==> src/source/lpif_pkg.sv <==
// Link format is fixed at four 40-bit lanes carrying one 141-bit flit per cycle, full rate only
`default_nettype none

package lpif_pkg;

  ////////////////////
  // Lane format

  localparam int NUM_LANES      = 4;
  localparam int LANE_PAYLOAD_W = 38;
  // Four lane payloads hold 152 bits, the flit uses 141
  localparam int FLIT_PAD_W     = 11;

  ////////////////////
  // Flit and lane types

  // LPIF user channel, one flit per clock
  typedef struct packed {
    logic [3:0]   state;
    logic [1:0]   protid;
    logic [127:0] data;
    logic         dvalid;
    logic [3:0]   crc;
    logic         crc_valid;
    logic         valid;
  } lpif_flit_t;

  // One PHY lane word, marker on top
  typedef struct packed {
    logic                      marker;
    logic                      strobe;
    logic [LANE_PAYLOAD_W-1:0] payload;
  } phy_lane_t;

  typedef struct packed {
    logic [FLIT_PAD_W-1:0] pad;
    lpif_flit_t            flit;
  } padded_flit_t;

  // Same 152 bits seen as a flit or as lane slices, lane 0 at the bottom
  typedef union packed {
    padded_flit_t                                padded;
    logic [NUM_LANES-1:0][LANE_PAYLOAD_W-1:0]    lanes;
  } lane_payload_u;

  typedef phy_lane_t [NUM_LANES-1:0] phy_bus_t;

endpackage

`default_nettype wire

==> src/source/wb_pkg.sv <==
// Wishbone classic with 4-bit word addresses and 32-bit data, no wait states, no byte selects
`default_nettype none

package wb_pkg;

  typedef struct packed {
    logic        cyc;
    logic        stb;
    logic        we;
    logic [3:0]  adr;
    logic [31:0] dat;
  } wb_req_t;

  typedef struct packed {
    logic        ack;
    logic [31:0] dat;
  } wb_rsp_t;

  ////////////////////
  // Register map

  localparam logic [3:0] ADDR_CTRL    = 4'd0;
  localparam logic [3:0] ADDR_DELAY_X = 4'd1;
  localparam logic [3:0] ADDR_DELAY_Y = 4'd2;
  localparam logic [3:0] ADDR_DELAY_Z = 4'd3;
  localparam logic [3:0] ADDR_STATUS  = 4'd4;

  localparam int CTRL_TX_ONLINE    = 0;
  localparam int CTRL_RX_ONLINE    = 1;
  localparam int STATUS_TX_ONLINE  = 0;
  localparam int STATUS_RX_ONLINE  = 1;
  localparam int STATUS_MARKER_ERR = 2;

  // Settings handed to the auto-sync block
  typedef struct packed {
    logic        tx_online;
    logic        rx_online;
    logic [15:0] delay_x;
    logic [15:0] delay_y;
    logic [15:0] delay_z;
  } sync_cfg_t;

endpackage

`default_nettype wire

==> src/source/lpif_csr.sv <==
// Ack comes one cycle after the request, master must drop stb after ack, unused addresses read 0
`default_nettype none

module lpif_csr (
  input  logic              clk_wr,
  input  logic              rst_n,
  input  wb_pkg::wb_req_t   wb_req,
  output wb_pkg::wb_rsp_t   wb_rsp,
  input  logic              tx_online_delay,
  input  logic              rx_online_delay,
  input  logic              marker_err,
  output wb_pkg::sync_cfg_t cfg
);

  import wb_pkg::*;

  logic        req;
  logic        wr_status;
  logic        marker_err_sticky;
  logic [31:0] status;
  logic [31:0] rd_data;
  sync_cfg_t   cfg_q;

  // New request only, the ack cycle is not counted again
  assign req       = wb_req.cyc && wb_req.stb && !wb_rsp.ack;
  assign wr_status = req && wb_req.we && (wb_req.adr == ADDR_STATUS);
  assign cfg       = cfg_q;

  always_comb begin
    status                    = '0;
    status[STATUS_TX_ONLINE]  = tx_online_delay;
    status[STATUS_RX_ONLINE]  = rx_online_delay;
    status[STATUS_MARKER_ERR] = marker_err_sticky;
  end

  ////////////////////
  // Read mux

  always_comb begin
    rd_data = '0;
    case (wb_req.adr)
      ADDR_CTRL: begin
        rd_data[CTRL_TX_ONLINE] = cfg_q.tx_online;
        rd_data[CTRL_RX_ONLINE] = cfg_q.rx_online;
      end
      ADDR_DELAY_X: rd_data[15:0] = cfg_q.delay_x;
      ADDR_DELAY_Y: rd_data[15:0] = cfg_q.delay_y;
      ADDR_DELAY_Z: rd_data[15:0] = cfg_q.delay_z;
      ADDR_STATUS:  rd_data       = status;
      default:      rd_data       = '0;
    endcase
  end

  ////////////////////
  // Bus response and writes

  always_ff @(posedge clk_wr or negedge rst_n) begin
    if (!rst_n) begin
      wb_rsp <= '0;
      cfg_q  <= '0;
    end else begin
      wb_rsp.ack <= req;
      if (req && !wb_req.we) begin
        wb_rsp.dat <= rd_data;
      end
      if (req && wb_req.we) begin
        case (wb_req.adr)
          ADDR_CTRL: begin
            cfg_q.tx_online <= wb_req.dat[CTRL_TX_ONLINE];
            cfg_q.rx_online <= wb_req.dat[CTRL_RX_ONLINE];
          end
          ADDR_DELAY_X: cfg_q.delay_x <= wb_req.dat[15:0];
          ADDR_DELAY_Y: cfg_q.delay_y <= wb_req.dat[15:0];
          ADDR_DELAY_Z: cfg_q.delay_z <= wb_req.dat[15:0];
          default: ;
        endcase
      end
    end
  end

  // Sticky error, a new error wins over a clear in the same cycle
  always_ff @(posedge clk_wr or negedge rst_n) begin
    if (!rst_n) begin
      marker_err_sticky <= 1'b0;
    end else if (marker_err) begin
      marker_err_sticky <= 1'b1;
    end else if (wr_status && wb_req.dat[STATUS_MARKER_ERR]) begin
      marker_err_sticky <= 1'b0;
    end
  end

  a_ack_needs_req : assert property (@(posedge clk_wr) disable iff (!rst_n)
    wb_rsp.ack |-> (wb_req.cyc && wb_req.stb))
    else $error("ack high without a bus request");

endmodule

`default_nettype wire

==> src/source/lpif_auto_sync.sv <==
// Marker and strobe are always generated; a delay_z of 0 spaces the strobe as 1
`default_nettype none

module lpif_auto_sync (
  input  logic              clk_wr,
  input  logic              rst_n,
  input  wb_pkg::sync_cfg_t cfg,
  output logic              tx_online_delay,
  output logic              rx_online_delay,
  output logic              marker,
  output logic              strobe
);

  logic        rx_en;
  logic [15:0] tx_cnt;
  logic [15:0] rx_cnt;
  logic [15:0] stb_cnt;
  logic [15:0] stb_last;

  // Rx side also drops at the same edge as tx when tx_online clears
  assign rx_en = cfg.rx_online && cfg.tx_online && tx_online_delay;

  ////////////////////
  // Online delays

  always_ff @(posedge clk_wr or negedge rst_n) begin
    if (!rst_n) begin
      tx_cnt          <= '0;
      tx_online_delay <= 1'b0;
    end else if (!cfg.tx_online) begin
      tx_cnt          <= '0;
      tx_online_delay <= 1'b0;
    end else if (tx_cnt >= cfg.delay_x) begin
      tx_online_delay <= 1'b1;
    end else begin
      tx_cnt <= tx_cnt + 16'd1;
    end
  end

  always_ff @(posedge clk_wr or negedge rst_n) begin
    if (!rst_n) begin
      rx_cnt          <= '0;
      rx_online_delay <= 1'b0;
    end else if (!rx_en) begin
      rx_cnt          <= '0;
      rx_online_delay <= 1'b0;
    end else if (rx_cnt >= cfg.delay_y) begin
      rx_online_delay <= 1'b1;
    end else begin
      rx_cnt <= rx_cnt + 16'd1;
    end
  end

  ////////////////////
  // Marker and strobe

  assign stb_last = (cfg.delay_z == 16'd0) ? 16'd0 : cfg.delay_z - 16'd1;

  always_ff @(posedge clk_wr or negedge rst_n) begin
    if (!rst_n) begin
      stb_cnt <= '0;
    end else if (!tx_online_delay || stb_cnt >= stb_last) begin
      stb_cnt <= '0;
    end else begin
      stb_cnt <= stb_cnt + 16'd1;
    end
  end

  // Marker on every online word
  assign marker = tx_online_delay;
  assign strobe = tx_online_delay && (stb_cnt == 16'd0);

  a_rx_after_tx : assert property (@(posedge clk_wr) disable iff (!rst_n)
    rx_online_delay |-> tx_online_delay)
    else $error("rx online while tx is offline");

endmodule

`default_nettype wire

==> src/source/lpif_flit_tx.sv <==
// One register stage from dstrm to tx_phy; lanes send all zero while tx is offline
`default_nettype none

module lpif_flit_tx (
  input  logic                 clk_wr,
  input  logic                 rst_n,
  input  lpif_pkg::lpif_flit_t dstrm,
  input  logic                 tx_online_delay,
  input  logic                 marker,
  input  logic                 strobe,
  output lpif_pkg::phy_bus_t   tx_phy
);

  import lpif_pkg::*;

  lane_payload_u pl;
  phy_bus_t      lane_word;

  ////////////////////
  // Flit to lanes

  // Pad bits sit above the flit
  assign pl.padded = {{FLIT_PAD_W{1'b0}}, dstrm};

  always_comb begin
    for (int i = 0; i < NUM_LANES; i++) begin
      lane_word[i].marker  = marker;
      lane_word[i].strobe  = strobe;
      lane_word[i].payload = pl.lanes[i];
    end
  end

  ////////////////////
  // Output register

  always_ff @(posedge clk_wr or negedge rst_n) begin
    if (!rst_n) begin
      tx_phy <= '0;
    end else if (tx_online_delay) begin
      tx_phy <= lane_word;
    end else begin
      tx_phy <= '0;
    end
  end

  a_quiet_offline : assert property (@(posedge clk_wr) disable iff (!rst_n)
    !tx_online_delay |=> (tx_phy == '0))
    else $error("tx_phy active after an offline cycle");

endmodule

`default_nettype wire

==> src/source/lpif_flit_rx.sv <==
// One register stage from rx_phy to ustrm; the pad bits of the lanes are ignored
`default_nettype none

module lpif_flit_rx (
  input  logic                 clk_wr,
  input  logic                 rst_n,
  input  lpif_pkg::phy_bus_t   rx_phy,
  input  logic                 rx_online_delay,
  output lpif_pkg::lpif_flit_t ustrm,
  output logic                 marker_err
);

  import lpif_pkg::*;

  lane_payload_u        pl;
  logic [NUM_LANES-1:0] lane_marker;

  ////////////////////
  // Lanes to flit

  always_comb begin
    for (int i = 0; i < NUM_LANES; i++) begin
      pl.lanes[i]    = rx_phy[i].payload;
      lane_marker[i] = rx_phy[i].marker;
    end
  end

  always_ff @(posedge clk_wr or negedge rst_n) begin
    if (!rst_n) begin
      ustrm <= '0;
    end else if (rx_online_delay) begin
      ustrm <= pl.padded.flit;
    end else begin
      ustrm <= '0;
    end
  end

  ////////////////////
  // Marker check

  // Every online word must carry the marker on all lanes
  always_ff @(posedge clk_wr or negedge rst_n) begin
    if (!rst_n) begin
      marker_err <= 1'b0;
    end else begin
      marker_err <= rx_online_delay && !(&lane_marker);
    end
  end

  a_valid_online : assert property (@(posedge clk_wr) disable iff (!rst_n)
    ustrm.valid |-> $past(rx_online_delay))
    else $error("ustrm valid without rx online");

endmodule

`default_nettype wire

==> src/source/lpif_x4_top.sv <==
// Single clock domain, Gen2 full rate only, no link-layer FIFO or credits
`default_nettype none

module lpif_x4_top (
  input  logic                 clk_wr,
  input  logic                 rst_n,
  input  wb_pkg::wb_req_t      wb_req,
  output wb_pkg::wb_rsp_t      wb_rsp,
  input  lpif_pkg::lpif_flit_t dstrm,
  output lpif_pkg::lpif_flit_t ustrm,
  output lpif_pkg::phy_bus_t   tx_phy,
  input  lpif_pkg::phy_bus_t   rx_phy
);

  import wb_pkg::*;

  sync_cfg_t cfg;
  logic      tx_online_delay;
  logic      rx_online_delay;
  logic      marker;
  logic      strobe;
  logic      marker_err;

  ////////////////////
  // Registers

  lpif_csr u_csr (
    .clk_wr          (clk_wr),
    .rst_n           (rst_n),
    .wb_req          (wb_req),
    .wb_rsp          (wb_rsp),
    .tx_online_delay (tx_online_delay),
    .rx_online_delay (rx_online_delay),
    .marker_err      (marker_err),
    .cfg             (cfg)
  );

  ////////////////////
  // Auto sync

  lpif_auto_sync u_auto_sync (
    .clk_wr          (clk_wr),
    .rst_n           (rst_n),
    .cfg             (cfg),
    .tx_online_delay (tx_online_delay),
    .rx_online_delay (rx_online_delay),
    .marker          (marker),
    .strobe          (strobe)
  );

  ////////////////////
  // PHY paths

  lpif_flit_tx u_flit_tx (
    .clk_wr          (clk_wr),
    .rst_n           (rst_n),
    .dstrm           (dstrm),
    .tx_online_delay (tx_online_delay),
    .marker          (marker),
    .strobe          (strobe),
    .tx_phy          (tx_phy)
  );

  lpif_flit_rx u_flit_rx (
    .clk_wr          (clk_wr),
    .rst_n           (rst_n),
    .rx_phy          (rx_phy),
    .rx_online_delay (rx_online_delay),
    .ustrm           (ustrm),
    .marker_err      (marker_err)
  );

endmodule

`default_nettype wire

==> config.mk <==
export PLATFORM = sky130hd
export DESIGN_NAME = lpif_x4_top
export DESIGN_NICKNAME = d
export VERILOG_FILES = /design/src/source/lpif_pkg.sv /design/src/source/wb_pkg.sv /design/src/source/lpif_csr.sv /design/src/source/lpif_auto_sync.sv /design/src/source/lpif_flit_tx.sv /design/src/source/lpif_flit_rx.sv /design/src/source/lpif_x4_top.sv
export SDC_FILE = /design/constraint.sdc
export NUM_CORES = 1
export LEC_CHECK = 0
export BUFFER_PORTS_ARGS = -buffer_cell sky130_fd_sc_hd__buf_2
export CORE_AREA = 2 2 264 266
export DETAILED_ROUTE_END_ITERATION = 8
export DIE_AREA = 0 0 266 268
export GPL_ROUTABILITY_DRIVEN = 0
export PLACE_DENSITY = 0.44
export SYNTH_ARGS = -nofsm -noshare
export SYNTH_HDL_FRONTEND = slang
export SYNTH_SLANG_ARGS = --single-unit
export TNS_END_PERCENT = 30
==> constraint.sdc <==
create_clock -name clk_wr -period 3.1 [get_ports clk_wr]
set_clock_uncertainty 0.15 [all_clocks]
set_input_delay 0.62 -clock clk_wr [delete_from_list [all_inputs] [get_ports clk_wr]]
set_output_delay 0.62 -clock clk_wr [all_outputs]
set_load 0.03 [all_outputs]
Yosys cells after proc, flatten, opt, wreduce, memory -nomap -nowiden
Cells that the tools add are included.
- bits of input ports: 342
- register bits: 420
- logic and storage cells: 88
- reductions and logical operators: 24
- order comparisons: 3
- multiplexer cells: 16
- equal/unequal tests: 8
- add/subtract/negate cells: 4
- operators with widths (cell ; count):
    160-bit two-way mux ; 1
    141-bit two-way mux ; 1
    16-bit two-way mux ; 6
    14-bit one-hot mux with 4 select lines ; 1
    16-bit by 1-bit adder with 16-bit output (second input constant) ; 3
    16-bit greater-or-equal comparator ; 3
    16-bit zero test ; 2
    16-bit by 1-bit subtractor with 16-bit output (second input constant) ; 1
    1-bit logical AND ; 10
    2-bit one-hot mux with 5 select lines ; 1
    4-bit by 2-bit == test with 1-bit output (second input constant) ; 2
    2-bit AND reduction ; 4
    1-bit two-way mux ; 6
    2-bit != test (second input constant) ; 3
    4-bit by 1-bit == test with 1-bit output (second input constant) ; 1
    4-bit by 3-bit == test with 1-bit output (second input constant) ; 1
    1-bit zero test ; 4
    4-bit zero test ; 1
    4-bit AND reduction ; 1
    2-bit by 1-bit != test with 1-bit output (second input constant) ; 1
    2-bit nonzero test ; 1
    1-bit logical OR ; 1

Longest topological paths before layout
Gate-level depths: netlist of the first run.
- word-level depth: 7
- mapped depth: 15

By module
Synthesis of the first run repeated with hierarchy kept, for this count alone.
- cells, all modules: 1358
- area total of the unflattened synthesis: 16839.9 um2
- by module, submodules not included (module ; cells an instance ; area an instance (um2) ; times used):
    lpif_flit_tx ; 319 ; 4729.5 ; 1
    lpif_flit_rx ; 300 ; 4529.3 ; 1
    lpif_auto_sync ; 500 ; 4347.9 ; 1
    lpif_csr ; 239 ; 3233.1 ; 1

Least setup slack after synthesis of the first run
No wires, ideal clock.
- path kind: register -> register
- from: register u_csr.cfg_q (netlist bit u_csr.cfg[6])
- to: register u_auto_sync.stb_cnt[10]
- arrival: 3.186 ns
- setup slack: -0.308 ns
- data required time: 2.878 ns
- cell stages (with the launch flop): 15
- clock period less this slack: 3.408 ns
- cells stage by stage: dfrtp_1 -> or4_1 -> or2_1 -> or2_1 -> clkbuf_1 -> clkbuf_1 -> nand2_1 -> ha_1 -> a21o_1 -> a21o_1 -> a21oi_1 -> o311ai_0 -> a21o_1 -> clkbuf_1 -> nor2_1
- longest elaborated chain between the ends: 5
- elaborated cells between the ends (all ways): 6
- those cells by class: add/sub: 1; order compare: 1; mux: 2; reduce/logical: 2
- ends and longest elaborated chain (what ; RTL line ; RTL):
    start, declared ; lpif_csr.sv:22 ; sync_cfg_t cfg_q;
    16-bit by 1-bit subtractor with 16-bit output or 16-bit zero test (tied branches) ; lpif_auto_sync.sv:57 ; assign stb_last = (cfg.delay_z == 16'd0) ? 16'd0 : cfg.delay_z - 16'd1;
    16-bit two-way mux * ; lpif_auto_sync.sv:57 ;
    16-bit greater-or-equal comparator * ; lpif_auto_sync.sv:62 ; end else if (!tx_online_delay || stb_cnt >= stb_last) begin
    1-bit logical OR * ; lpif_auto_sync.sv:62 ;
    16-bit two-way mux * ; lpif_auto_sync.sv:62 ;
    end signal, assigned ; lpif_auto_sync.sv:65 ; stb_cnt <= stb_cnt + 16'd1;
    end, declared ; lpif_auto_sync.sv:17 ; logic [15:0] stb_cnt;
Every way passes the cells marked *; elsewhere a longest branch is shown, timed or not.
A chain may end at the register's enable or synchronous reset.

Worst setup path after layout of the first run
- from: register u_csr.cfg_q (netlist bit u_csr.cfg[6])
- to: register u_auto_sync.stb_cnt[2]
Same word-level chain as after synthesis.

==> impl_metrics.prom, run 1 <==
# TYPE chip_impl_metric gauge
chip_impl_info{name="run_status",value="finished with violations"} 1
chip_impl_info{name="violated_checks",value="negative setup slack"} 1
chip_impl_info{name="setup.worst_path.start_class",value="flip-flop"} 1
chip_impl_metric{name="grt_start_max_net_pins",unit=""} 90
chip_impl_metric{name="layout.core_utilization",unit="%"} 32.29
chip_impl_info{name="hold_path_end",value="u_flit_rx.ustrm[16]"} 1
chip_impl_metric{name="share_of_final_layout_standard_cells_stronger_than_drive_strength_1",unit="%"} 38.33
chip_impl_metric{name="cp.arrival",unit="ps"} 3470
chip_impl_metric{name="fillCellCount",unit=""} 7082
chip_impl_metric{name="setup_violations_final",unit=""} 5
chip_impl_metric{name="port_buffers",unit=""} 617
chip_impl_info{name="tritoncts",value="yes"} 1
chip_impl_metric{name="chipHeight",unit="um"} 268
chip_impl_metric{name="netlist.area_leader.share",unit="%"} 62.93
chip_impl_metric{name="rrSetupSlack",unit="ps"} -10
chip_impl_metric{name="post-cts-setup-buffers",unit=""} 0
chip_impl_metric{name="synth-compound-area-share",unit="%"} 6.005
chip_impl_metric{name="static_leakage",unit="nW"} 12.00
chip_impl_metric{name="synth.avg_cell_area",unit="um^2"} 11.85
chip_impl_metric{name="ff2ff_path_depth",unit=""} 13
chip_impl_metric{name="hpwl",unit="mm"} 39.98
chip_impl_metric{name="ys_warn_count",unit=""} 0
chip_impl_metric{name="drt-pass1-iter-count",unit=""} 5
chip_impl_metric{name="rows",unit=""} 96
chip_impl_info{name="r2r_start",value="u_csr.cfg[6]"} 1
chip_impl_metric{name="via_count_of_the_routed_design",unit=""} 12110
chip_impl_metric{name="worst_skew_late_latency",unit="ps"} 600
chip_impl_metric{name="placement.setup.worst_slack",unit="ps"} -117.2
chip_impl_info{name="yosys-top-cells-area",value="dfrtp_1 (63%), and2_1 (11%), ha_1 (4.2%)"} 1
chip_impl_metric{name="timing.fmax",unit="GHz"} 0.3213
chip_impl_info{name="timing_worst_setup_path_type",value="flip-flop to flip-flop"} 1
chip_impl_info{name="grt_setup_unrepaired",value="true"} 1
chip_impl_metric{name="synth-simple-area-share",unit="%"} 19.39
chip_impl_metric{name="synthXorXnorAreaFrac",unit="%"} 2.077
chip_impl_metric{name="max_slew.worst_pin.slew",unit="ps"} 819.4
chip_impl_metric{name="max_cap_violations",unit=""} 0
chip_impl_metric{name="post-route-worst-setup-slack",unit="ps"} -12.36
chip_impl_metric{name="max_slew_margin",unit="%"} 44.87
chip_impl_metric{name="numCtsBuffers",unit=""} 48
chip_impl_metric{name="power.density",unit="nW/um^2"} 553.8
chip_impl_info{name="synth_top_family_by_area",value="simple AND/OR/NAND/NOR gates"} 1
chip_impl_metric{name="synth_adder_area_share",unit="%"} 4.216
chip_impl_metric{name="synthMuxAreaShare",unit="%"} 1.452
chip_impl_metric{name="start_util",unit="%"} 23.49
chip_impl_info{name="critical_path.reg2reg.endpoint",value="u_auto_sync.stb_cnt[2]"} 1
chip_impl_info{name="mostFrequentLayoutCell",value="buf_2"} 1
chip_impl_metric{name="route.antenna.remaining_nets",unit=""} 0
chip_impl_metric{name="yosys_register_bits",unit=""} 403
chip_impl_metric{name="timing.critical_path.required",unit="ps"} 3460
chip_impl_metric{name="antenna_found_initial",unit=""} 7
chip_impl_metric{name="clockBufferDepth",unit=""} 3
chip_impl_metric{name="yosysSeqAreaShare",unit="%"} 62.93
chip_impl_metric{name="die_width",unit="um"} 266
chip_impl_metric{name="min_period_over_period",unit="%"} 100.4
chip_impl_metric{name="ir_worst_vdd",unit="V"} 0.0003741
chip_impl_metric{name="cts.sinks",unit=""} 403
chip_impl_metric{name="drcViolationCount",unit=""} 0
chip_impl_metric{name="floorplan.core_area",unit="um^2"} 68230
chip_impl_metric{name="critical_path_peak_fanout",unit=""} 16
chip_impl_metric{name="post_drt_wl_per_cell",unit="um"} 17.88
chip_impl_info{name="cell_type_with_the_largest_total_area_after_synthesis",value="dfrtp_1"} 1
chip_impl_metric{name="edff_count_synth",unit=""} 0
chip_impl_metric{name="top_ports",unit=""} 676
chip_impl_metric{name="area.growth.synth_to_final",unit="%"} 37.50
chip_impl_metric{name="final.min_clock_period",unit="ps"} 3112
chip_impl_info{name="hold_start",value="rx_phy[16]"} 1
chip_impl_metric{name="async_reset_ff_share",unit="%"} 100.0
chip_impl_metric{name="synth_cells",unit=""} 1352
chip_impl_metric{name="timing.final.max_slew_violations",unit=""} 0
chip_impl_info{name="cts_root_buffer",value="clkbuf_16"} 1
chip_impl_metric{name="syn_area",unit="um^2"} 16020
chip_impl_metric{name="via_count_of_the_first_global_routing_pass",unit=""} 12820
chip_impl_metric{name="holdPathStages",unit=""} 2
chip_impl_metric{name="grt_usage",unit="%"} 14.37
chip_impl_metric{name="grt_overflow_total",unit=""} 0
chip_impl_metric{name="grt_pass1_wl",unit="mm"} 78.14
chip_impl_metric{name="synth.lib_cells_used.distinct",unit=""} 55
chip_impl_metric{name="fp.dieArea",unit="um^2"} 71290
chip_impl_metric{name="drt-total-wl",unit="mm"} 52.24
chip_impl_metric{name="clkTransAtPathRegs",unit="ps"} 60
chip_impl_metric{name="cts.htree.levels",unit=""} 2
chip_impl_info{name="worstHoldPathType",value="primary input to flip-flop"} 1
chip_impl_info{name="final_cell_mix",value="buf_2 (616), dfrtp_1 (401), and2_1 (286)"} 1
chip_impl_metric{name="timing_hold_violations_final",unit=""} 0
chip_impl_metric{name="final_net_count",unit=""} 2394
chip_impl_metric{name="first_iter_violations",unit=""} 549
chip_impl_info{name="synth_flop_cell",value="dfrtp_1"} 1
chip_impl_info{name="end_kind",value="flip-flop"} 1
chip_impl_metric{name="avgViaCountPerCell",unit=""} 4.144
metrics by stage:
| step | hold slack [ps] | std cells | TNS, ps | area, um^2 | total power [mW] |
|---|---|---|---|---|---|
| floorplan | 174.4 | 1378 | -885.6 | 16230 | 5.985 |
| global placement | 310.4 | 2829 | -1305 | 20340 | 6.498 |
| detailed placement | 318.6 | 2829 | -1423 | 20340 | 6.519 |
| CTS | 36.77 | 2917 | -41.00 | 21990 | 12.45 |
| global route | 50.14 | 2922 | -1803 | 22030 | 12.79 |
| finish | 86.34 | 2922 | -42.09 | 22030 | 12.20 |
per-layer routing:
metal	routed length [um]	vias to the layer above	track usage (%)
li1	-	5712	-
met1	21320	5918	17.45
met2	25880	402	24.69
met3	3858	74	4.151
met4	1166	2	4.251
met5	13	-	0
where the power goes:
part	internal (mW)	leakage (nW)	switching [mW]
sequential	5.38	5.49	0.0816
clock	3.46	0.795	2.32
combinational	0.401	5.72	0.560
layout make-up:
type | count | area (um^2) | share of cell area, %
antenna | 5 | 12.51 | 0.05679
timing repair buffer | 661 | 3518 | 15.97
clock inverter | 19 | 242.7 | 1.102
sequential | 403 | 10090 | 45.81
tap | 882 | 1104 | 5.009
multi-input combinational | 842 | 5518 | 25.04
inverter | 42 | 157.7 | 0.7155
clock buffer | 68 | 1388 | 6.298
critical path: stages (launching register included):
cell	delay, ps
dfrtp_1	370
or4_4	540
or2_4	260
or2_4	260
buf_12	140
nand2_4	60
ha_4	200
a21o_1	150
a21o_1	160
a21oi_2	160
o311ai_1	120
a21o_1	200
buf_12	150
nor2_1	100
Yosys cell counts, types with 14 or more instances:
master and instances:
nand2_1 106, clkbuf_1 55, or4_1 15, nand3_1 27, o21ai_0 61, buf_4 33
xnor2_1 16, mux2_2 18, nor2_1 47, nand4_1 14, xor2_1 22, and2_1 287
a21oi_1 33, a222oi_1 14, ha_1 54, dfrtp_1 403, inv_1 42
how the worst max path moves through the flow:
stage	from	to	slack (ps)
2_1_floorplan	u_csr.cfg[6]	u_auto_sync.stb_cnt[0]	-100
3_3_place_gp	u_csr.cfg[6]	u_auto_sync.stb_cnt[0]	-90
3_5_place_dp	u_csr.cfg[6]	u_auto_sync.stb_cnt[5]	-120
4_1_cts	u_csr.cfg[6]	u_auto_sync.stb_cnt[0]	-10
5_1_grt	u_csr.cfg[9]	u_auto_sync.stb_cnt[5]	-140
6_report	u_csr.cfg[6]	u_auto_sync.stb_cnt[2]	-10
timing repair:
item / 4_1_cts / 5_1_grt
resized for setup: 4 / 5
pin swaps: 2 / 2
hold endpoints to repair: 55 / 0
hold buffers: 1 / 0
setup endpoints to repair: 16 / 16
cell families (layout without fill, tap and decap cells):
family                     count (synthesis)  in the layout
AOI/OAI and AO/OA                        149            149
xor gates and xnor gates                  38             38
adders and majority gates                 54             54
buffers and inverters                    133            790
DFF                                      403            403
muxes                                     21             21
other                                      1             32
and+or+nand+nor                          553            553
flip-flops by register name, indices dropped and copies added (netlist names):
register                     flops
u_auto_sync.marker               1
u_auto_sync.rx_cnt              16
u_auto_sync.rx_online_delay      1
u_auto_sync.stb_cnt             16
u_auto_sync.tx_cnt              16
u_csr.cfg                       50
u_csr.marker_err_sticky          1
u_csr.wb_rsp                    17
u_flit_rx.marker_err             1
u_flit_rx.ustrm                141
u_flit_tx.tx_phy               143
Note: power is estimated with default switching activity, not from simulation.
==> inputs of run 2 (changes only) <==
- REMOVE_ABC_BUFFERS: not set -> 1
==> impl_metrics.prom, run 2 (same netlist as run 1, synthesis figures left out) <==
# TYPE chip_impl_metric gauge
chip_impl_metric{name="clockBufferDepth",unit=""} 3
chip_impl_info{name="tritoncts",value="yes"} 1
chip_impl_metric{name="fillCellCount",unit=""} 7085
chip_impl_metric{name="grt_usage",unit="%"} 14.93
chip_impl_metric{name="cts.sinks",unit=""} 403
chip_impl_metric{name="via_count_of_the_first_global_routing_pass",unit=""} 13240
chip_impl_info{name="r2r_start",value="u_csr.cfg[9]"} 1
chip_impl_metric{name="numCtsBuffers",unit=""} 47
chip_impl_metric{name="layout.core_utilization",unit="%"} 32.28
chip_impl_metric{name="clkTransAtPathRegs",unit="ps"} 60
chip_impl_metric{name="grt_pass1_wl",unit="mm"} 81.54
chip_impl_metric{name="rrSetupSlack",unit="ps"} -60
chip_impl_info{name="violated_checks",value="negative setup slack"} 1
chip_impl_info{name="critical_path.reg2reg.endpoint",value="u_auto_sync.stb_cnt[11]"} 1
chip_impl_metric{name="chipHeight",unit="um"} 268
chip_impl_metric{name="critical_path_peak_fanout",unit=""} 8
chip_impl_metric{name="first_iter_violations",unit=""} 683
chip_impl_metric{name="setup_violations_final",unit=""} 16
chip_impl_metric{name="post_drt_wl_per_cell",unit="um"} 18.41
chip_impl_info{name="timing_worst_setup_path_type",value="flip-flop to flip-flop"} 1
chip_impl_metric{name="ir_worst_vdd",unit="V"} 0.0004345
chip_impl_metric{name="cts.htree.levels",unit=""} 2
chip_impl_metric{name="max_cap_violations",unit=""} 0
chip_impl_metric{name="grt_overflow_total",unit=""} 0
chip_impl_info{name="run_status",value="finished with violations"} 1
chip_impl_metric{name="start_util",unit="%"} 23.49
chip_impl_metric{name="grt_start_max_net_pins",unit=""} 143
chip_impl_metric{name="cp.arrival",unit="ps"} 3500
chip_impl_metric{name="static_leakage",unit="nW"} 12.02
chip_impl_metric{name="area.growth.synth_to_final",unit="%"} 37.44
chip_impl_metric{name="floorplan.core_area",unit="um^2"} 68230
chip_impl_metric{name="multi_input_area",unit="um^2"} 5527
chip_impl_metric{name="placement.setup.worst_slack",unit="ps"} -310.4
chip_impl_metric{name="largest_reg_flops",unit=""} 143
chip_impl_metric{name="min_period_over_period",unit="%"} 101.9
chip_impl_metric{name="timing.critical_path.required",unit="ps"} 3440
chip_impl_metric{name="timing_hold_violations_final",unit=""} 0
chip_impl_info{name="worstHoldPathType",value="primary input to flip-flop"} 1
chip_impl_info{name="cp_slowest_cell",value="or4_4"} 1
chip_impl_metric{name="avgViaCountPerCell",unit=""} 4.177
chip_impl_metric{name="share_of_final_layout_standard_cells_stronger_than_drive_strength_1",unit="%"} 38.68
chip_impl_info{name="critPathMostFrequentCell",value="a21o_1"} 1
chip_impl_info{name="mostFrequentLayoutCell",value="buf_2"} 1
chip_impl_metric{name="top_ports",unit=""} 676
chip_impl_info{name="regMostFlops",value="u_flit_tx.tx_phy"} 1
chip_impl_info{name="grt_setup_unrepaired",value="true"} 1
chip_impl_metric{name="worst_skew_late_latency",unit="ps"} 580
chip_impl_metric{name="final-instance-count-excl-fill",unit=""} 2926
chip_impl_metric{name="placed_cells",unit=""} 2832
chip_impl_metric{name="route.antenna.remaining_nets",unit=""} 0
chip_impl_metric{name="max_slew_margin",unit="%"} 36.64
chip_impl_metric{name="port_buffers",unit=""} 617
chip_impl_metric{name="post-route-worst-setup-slack",unit="ps"} -57.65
chip_impl_info{name="end_kind",value="flip-flop"} 1
chip_impl_metric{name="power.density",unit="nW/um^2"} 555.0
chip_impl_metric{name="drcViolationCount",unit=""} 0
chip_impl_metric{name="timing.final.max_slew_violations",unit=""} 0
chip_impl_info{name="cts_root_buffer",value="clkbuf_16"} 1
chip_impl_info{name="cp-endpoint",value="u_auto_sync.stb_cnt[11]"} 1
chip_impl_metric{name="rows",unit=""} 96
chip_impl_metric{name="fp.dieArea",unit="um^2"} 71290
chip_impl_metric{name="hpwl",unit="mm"} 41.75
chip_impl_metric{name="via_count_of_the_routed_design",unit=""} 12220
chip_impl_info{name="final_cell_mix",value="buf_2 (616), dfrtp_1 (401), and2_1 (287)"} 1
chip_impl_metric{name="ff_latch_area",unit="um^2"} 10090
chip_impl_info{name="crit_start",value="u_csr.cfg[9]"} 1
chip_impl_metric{name="critical-path-max-stage-delay",unit="ps"} 530
chip_impl_info{name="cell_chain_critical_path",value="or4_4, or2_4, or2_1, buf_6, nand2_2, ha_4, a21o_1, a21o_1, a21oi_2, a21oi_1, a21o_4, nor2_2"} 1
chip_impl_info{name="setup.worst_path.start_class",value="flip-flop"} 1
chip_impl_metric{name="drt-pass1-iter-count",unit=""} 6
chip_impl_metric{name="final_net_count",unit=""} 2400
chip_impl_metric{name="ff2ff_path_depth",unit=""} 12
chip_impl_metric{name="die_width",unit="um"} 266
chip_impl_metric{name="drt-total-wl",unit="mm"} 53.86
chip_impl_metric{name="timing.fmax",unit="GHz"} 0.3167
chip_impl_metric{name="max_slew.worst_pin.slew",unit="ps"} 950.4
chip_impl_metric{name="antenna_found_initial",unit=""} 5
chip_impl_metric{name="final.min_clock_period",unit="ps"} 3158
## run 2: cell types whose count changed in the layout (fill, tap and decap cells not counted), sizes merged
cell,before,now
bufinv,4,7
clkbuf,68,63
a21o,9,10
buf,660,666
diode,5,4
## run 2: what timing repair did
action | CTS | global route
pin swaps | 19 | 7
buffers inserted | 3 | 0
endpoints found under the setup margin | 16 | 16
hold buffers | 1 | 0
endpoints found under the hold margin | 47 | 0
gates cloned | 1 | 0
gates resized for setup | 23 | 7
## run 2: worst min-delay path by stage
stage                              start                 endpoint  slack (ps)  depth (start not counted)
floorplan                          rst_n       u_auto_sync.marker         170                          0
global placement    u_flit_rx.marker_err  u_csr.marker_err_sticky         270                          1
detailed placement  u_flit_rx.marker_err  u_csr.marker_err_sticky         270                          1
CTS                           rx_phy[95]      u_flit_rx.ustrm[91]          50                          2
global route                  rx_phy[52]      u_flit_rx.ustrm[50]          70                          2
finish                       rx_phy[142]     u_flit_rx.ustrm[136]         100                          2
## run 2: where the power goes
group | switching, mW | internal (mW) | total [mW]
Clock | 2.26 | 3.51 | 5.77
Sequential | 0.0828 | 5.38 | 5.46
Combinational | 0.569 | 0.418 | 0.987
Total | 2.91 | 9.31 | 12.2
## run 2: area by class of cell
type	instances	share of cell area, %
Antenna cell	4	0.04545
Clock buffer	63	5.886
Clock inverter	22	1.363
Inverter	42	0.7158
Multi-Input combinational cell	843	25.09
Sequential cell	403	45.82
Tap cell	882	5.011
Timing Repair Buffer	667	16.06
## run 2: critical path: cells and delay by family, from the launching register on
kind / cells / cell delay [ps]
simple gates: 5 / 1180
compound gates: 5 / 1020
flops: 1 / 380
fa+ha+maj: 1 / 200
buf+inv: 1 / 140
## run 2: stage by stage
step / power, mW / setup TNS (ps) / hold slack, ps / area [um^2]
6_report: 12.22 / -579.5 / 105.0 / 22020
5_1_grt: 12.77 / -2495 / 68.01 / 22020
4_1_cts: 12.43 / -484.4 / 52.50 / 21990
3_5_place_dp: 6.503 / -4577 / 274.5 / 20260
3_3_place_gp: 6.481 / -4347 / 267.1 / 20260
2_1_floorplan: 5.932 / -2715 / 174.4 / 15650
## run 2: routing by layer
layer  track usage, %  vias up  share of wire (%)
met2            26.97      392                 52
met4            4.206        0                2.3
met1            17.24     6013                 39
met3            4.169       79                6.7
met5                0        -                  0
li1                 -     5738                  -
==> inputs of run 3 (changes only) <==
- clock period: 3.1 -> 2.8 ns (I/O delays scaled with it)
==> impl_metrics.prom, run 3 (same netlist as run 1, synthesis figures left out) <==
# TYPE chip_impl_metric gauge
chip_impl_metric{name="floorplan.core_area",unit="um^2"} 68230
chip_impl_metric{name="placed_cells",unit=""} 2844
chip_impl_metric{name="met3_wirelength",unit="mm"} 3.862
chip_impl_metric{name="drcViolationCount",unit=""} 0
chip_impl_metric{name="largest_reg_flops",unit=""} 143
chip_impl_metric{name="post-route-worst-setup-slack",unit="ps"} -380.5
chip_impl_metric{name="setup_violations_final",unit=""} 16
chip_impl_info{name="cell_chain_critical_path",value="or4_4, or2_4, or2_4, buf_6, buf_6, nand2b_4, ha_4, a21o_1, a211oi_2, o311ai_4, a21o_4, nor2_2"} 1
chip_impl_metric{name="start_util",unit="%"} 23.49
chip_impl_metric{name="multi_input_area",unit="um^2"} 5643
chip_impl_metric{name="antenna_found_initial",unit=""} 6
chip_impl_metric{name="min_period_over_period",unit="%"} 113.6
chip_impl_metric{name="layout.core_utilization",unit="%"} 32.99
chip_impl_info{name="run_status",value="finished with violations"} 1
chip_impl_metric{name="critical_path_peak_fanout",unit=""} 8
chip_impl_info{name="violated_checks",value="negative setup slack"} 1
chip_impl_metric{name="static_leakage",unit="nW"} 12.22
chip_impl_metric{name="grt_start_max_net_pins",unit=""} 144
chip_impl_metric{name="dr_wl_met2",unit="mm"} 27.67
chip_impl_info{name="mostFrequentLayoutCell",value="buf_2"} 1
chip_impl_metric{name="via_count_of_the_routed_design",unit=""} 12320
chip_impl_info{name="end_kind",value="flip-flop"} 1
chip_impl_metric{name="die_width",unit="um"} 266
chip_impl_metric{name="max_slew.worst_pin.slew",unit="ps"} 628.0
chip_impl_metric{name="hpwl",unit="mm"} 41.18
chip_impl_metric{name="final_net_count",unit=""} 2435
chip_impl_metric{name="grt_pass1_wl",unit="mm"} 80.65
chip_impl_metric{name="drt-total-wl",unit="mm"} 53.56
chip_impl_info{name="setup.worst_path.start_class",value="flip-flop"} 1
chip_impl_metric{name="power.density",unit="nW/um^2"} 602.1
chip_impl_metric{name="worst_skew_late_latency",unit="ps"} 560
chip_impl_info{name="final_cell_mix",value="buf_2 (616), dfrtp_1 (401), and2_1 (286)"} 1
chip_impl_metric{name="ir_worst_vdd",unit="V"} 0.0003581
chip_impl_metric{name="grt_usage",unit="%"} 14.81
chip_impl_metric{name="dpl-instance-area",unit="um^2"} 20390
chip_impl_info{name="regMostFlops",value="u_flit_tx.tx_phy"} 1
chip_impl_metric{name="critPathBufInv",unit=""} 2
chip_impl_metric{name="fp.dieArea",unit="um^2"} 71290
chip_impl_metric{name="share_of_final_layout_standard_cells_stronger_than_drive_strength_1",unit="%"} 39.28
chip_impl_info{name="worstHoldPathType",value="primary input to flip-flop"} 1
chip_impl_metric{name="final-instance-count-excl-fill",unit=""} 2962
chip_impl_metric{name="clockBufferDepth",unit=""} 3
chip_impl_metric{name="critical-path-max-stage-delay",unit="ps"} 540
chip_impl_metric{name="rows",unit=""} 96
chip_impl_metric{name="avgViaCountPerCell",unit=""} 4.158
chip_impl_metric{name="timing.final.max_slew_violations",unit=""} 0
chip_impl_metric{name="ff_latch_area",unit="um^2"} 10090
chip_impl_metric{name="fillCellCount",unit=""} 7102
chip_impl_metric{name="timing.fmax",unit="GHz"} 0.3144
chip_impl_metric{name="timing.critical_path.required",unit="ps"} 3130
chip_impl_metric{name="grt_overflow_total",unit=""} 0
chip_impl_metric{name="cts.sinks",unit=""} 403
chip_impl_metric{name="post_drt_wl_per_cell",unit="um"} 18.08
chip_impl_metric{name="clkTransAtPathRegs",unit="ps"} 60
chip_impl_metric{name="max_cap_violations",unit=""} 0
chip_impl_metric{name="max_slew_margin",unit="%"} 58.13
chip_impl_info{name="tritoncts",value="yes"} 1
chip_impl_info{name="timing_worst_setup_path_type",value="flip-flop to flip-flop"} 1
chip_impl_metric{name="via_count_of_the_first_global_routing_pass",unit=""} 13290
chip_impl_metric{name="timing_hold_violations_final",unit=""} 0
chip_impl_metric{name="port_buffers",unit=""} 617
chip_impl_metric{name="area.growth.synth_to_final",unit="%"} 40.45
chip_impl_metric{name="first_iter_violations",unit=""} 587
chip_impl_metric{name="final.min_clock_period",unit="ps"} 3180
chip_impl_metric{name="top_ports",unit=""} 676
chip_impl_metric{name="drt-pass1-iter-count",unit=""} 5
chip_impl_info{name="cts_root_buffer",value="clkbuf_16"} 1
chip_impl_info{name="cp_slowest_cell",value="or4_4"} 1
chip_impl_metric{name="cts.htree.levels",unit=""} 2
chip_impl_metric{name="layout.cell_area.non_filler",unit="um^2"} 22510
chip_impl_metric{name="routedLengthMet1",unit="mm"} 20.51
chip_impl_metric{name="chipHeight",unit="um"} 268
chip_impl_metric{name="numCtsBuffers",unit=""} 47
chip_impl_info{name="top_signal_layer_used",value="met5"} 1
chip_impl_info{name="grt_setup_unrepaired",value="true"} 1
chip_impl_info{name="cpLargestDelayFamily",value="simple AND/OR/NAND/NOR gates"} 1
chip_impl_metric{name="route.antenna.remaining_nets",unit=""} 0
chip_impl_metric{name="cp.arrival",unit="ps"} 3510
run 3: cell count changes in the layout (fill, tap and decap cells not counted), moves of 3 or more:
cell | previous run | this run
buf_12 | 4 | 7
nor2_2 | 9 | 5
buf_4 | 42 | 51
ha_1 | 53 | 49
nor2_4 | 0 | 4
dlygate4sd3_1 | 1 | 25
clkinvlp_4 | 3 | 0
clkbuf_8 | 6 | 13
ha_4 | 1 | 5
run 3: per-stage QoR:
stage,setup WS (ps),hold WS [ps],power [mW],setup TNS (ps)
4_1_cts,-368.1,0.1950,13.75,-5621
6_report,-380.5,52.72,13.55,-5362
5_1_grt,-447.5,14.59,14.20,-6415
3_3_place_gp,-557.3,271.1,7.195,-8864
2_1_floorplan,-506.2,114.4,6.568,-8457
3_5_place_dp,-625.9,278.6,7.220,-9536
run 3: worst reg2reg max path, stage by stage, from the launching register on:
cell	delay, ps
dfrtp_1	380
or4_4	540
or2_4	250
or2_4	260
buf_6	130
buf_6	110
nand2b_4	60
ha_4	190
a21o_1	170
a211oi_2	300
o311ai_4	150
a21o_4	300
nor2_2	120
run 3: cell type report:
cell class / count / share of cell area (%)
diodes: 5 / 0.05560
flip-flops and latches: 403 / 44.84
inverters: 42 / 0.7005
repair buffers: 702 / 17.30
well taps: 882 / 4.904
clock inverters: 17 / 0.9674
clock buffers: 68 / 6.154
multi-input cells: 843 / 25.07
run 3: worst paths after layout:
path	start	slack, ps	endpoint	cells after the start
worst max register to register	u_csr.cfg[9]	-380	u_auto_sync.stb_cnt[13]	12
min in group asynchronous	rst_n	390	u_flit_rx.ustrm[86]	2
worst min-delay path	rx_phy[57]	50	u_flit_rx.ustrm[55]	2
max in group asynchronous	rst_n	1260	u_flit_rx.ustrm[116]	4
worst min register to register	u_flit_rx.marker_err	290	u_csr.marker_err_sticky	1
worst max-delay path	u_csr.cfg[9]	-380	u_auto_sync.stb_cnt[13]	12
run 3: metal layers:
metal | GRT usage, % | up-vias
li1 | - | 5800
met1 | 16.72 | 6053
met2 | 26.44 | 375
met3 | 4.682 | 83
met4 | 4.950 | 4
met5 | 0 | -
run 3: report_power, final:
| part | switching (mW) | internal (mW) | leakage [nW] |
|---|---|---|---|
| Clock | 2.46 | 3.88 | 0.801 |
| Combinational | 0.648 | 0.520 | 5.92 |
| Sequential | 0.0882 | 5.96 | 5.49 |
| Total | 3.19 | 10.4 | 12.2 |
run 3: timing repair:
action                                  4_1_cts  5_1_grt
resized for setup                            23       24
cloned                                        1        0
hold buffers                                 25        0
pin swaps                                    19       17
hold endpoints to repair                     63        0
endpoints found under the setup margin       16       16
setup buffers                                 2        0
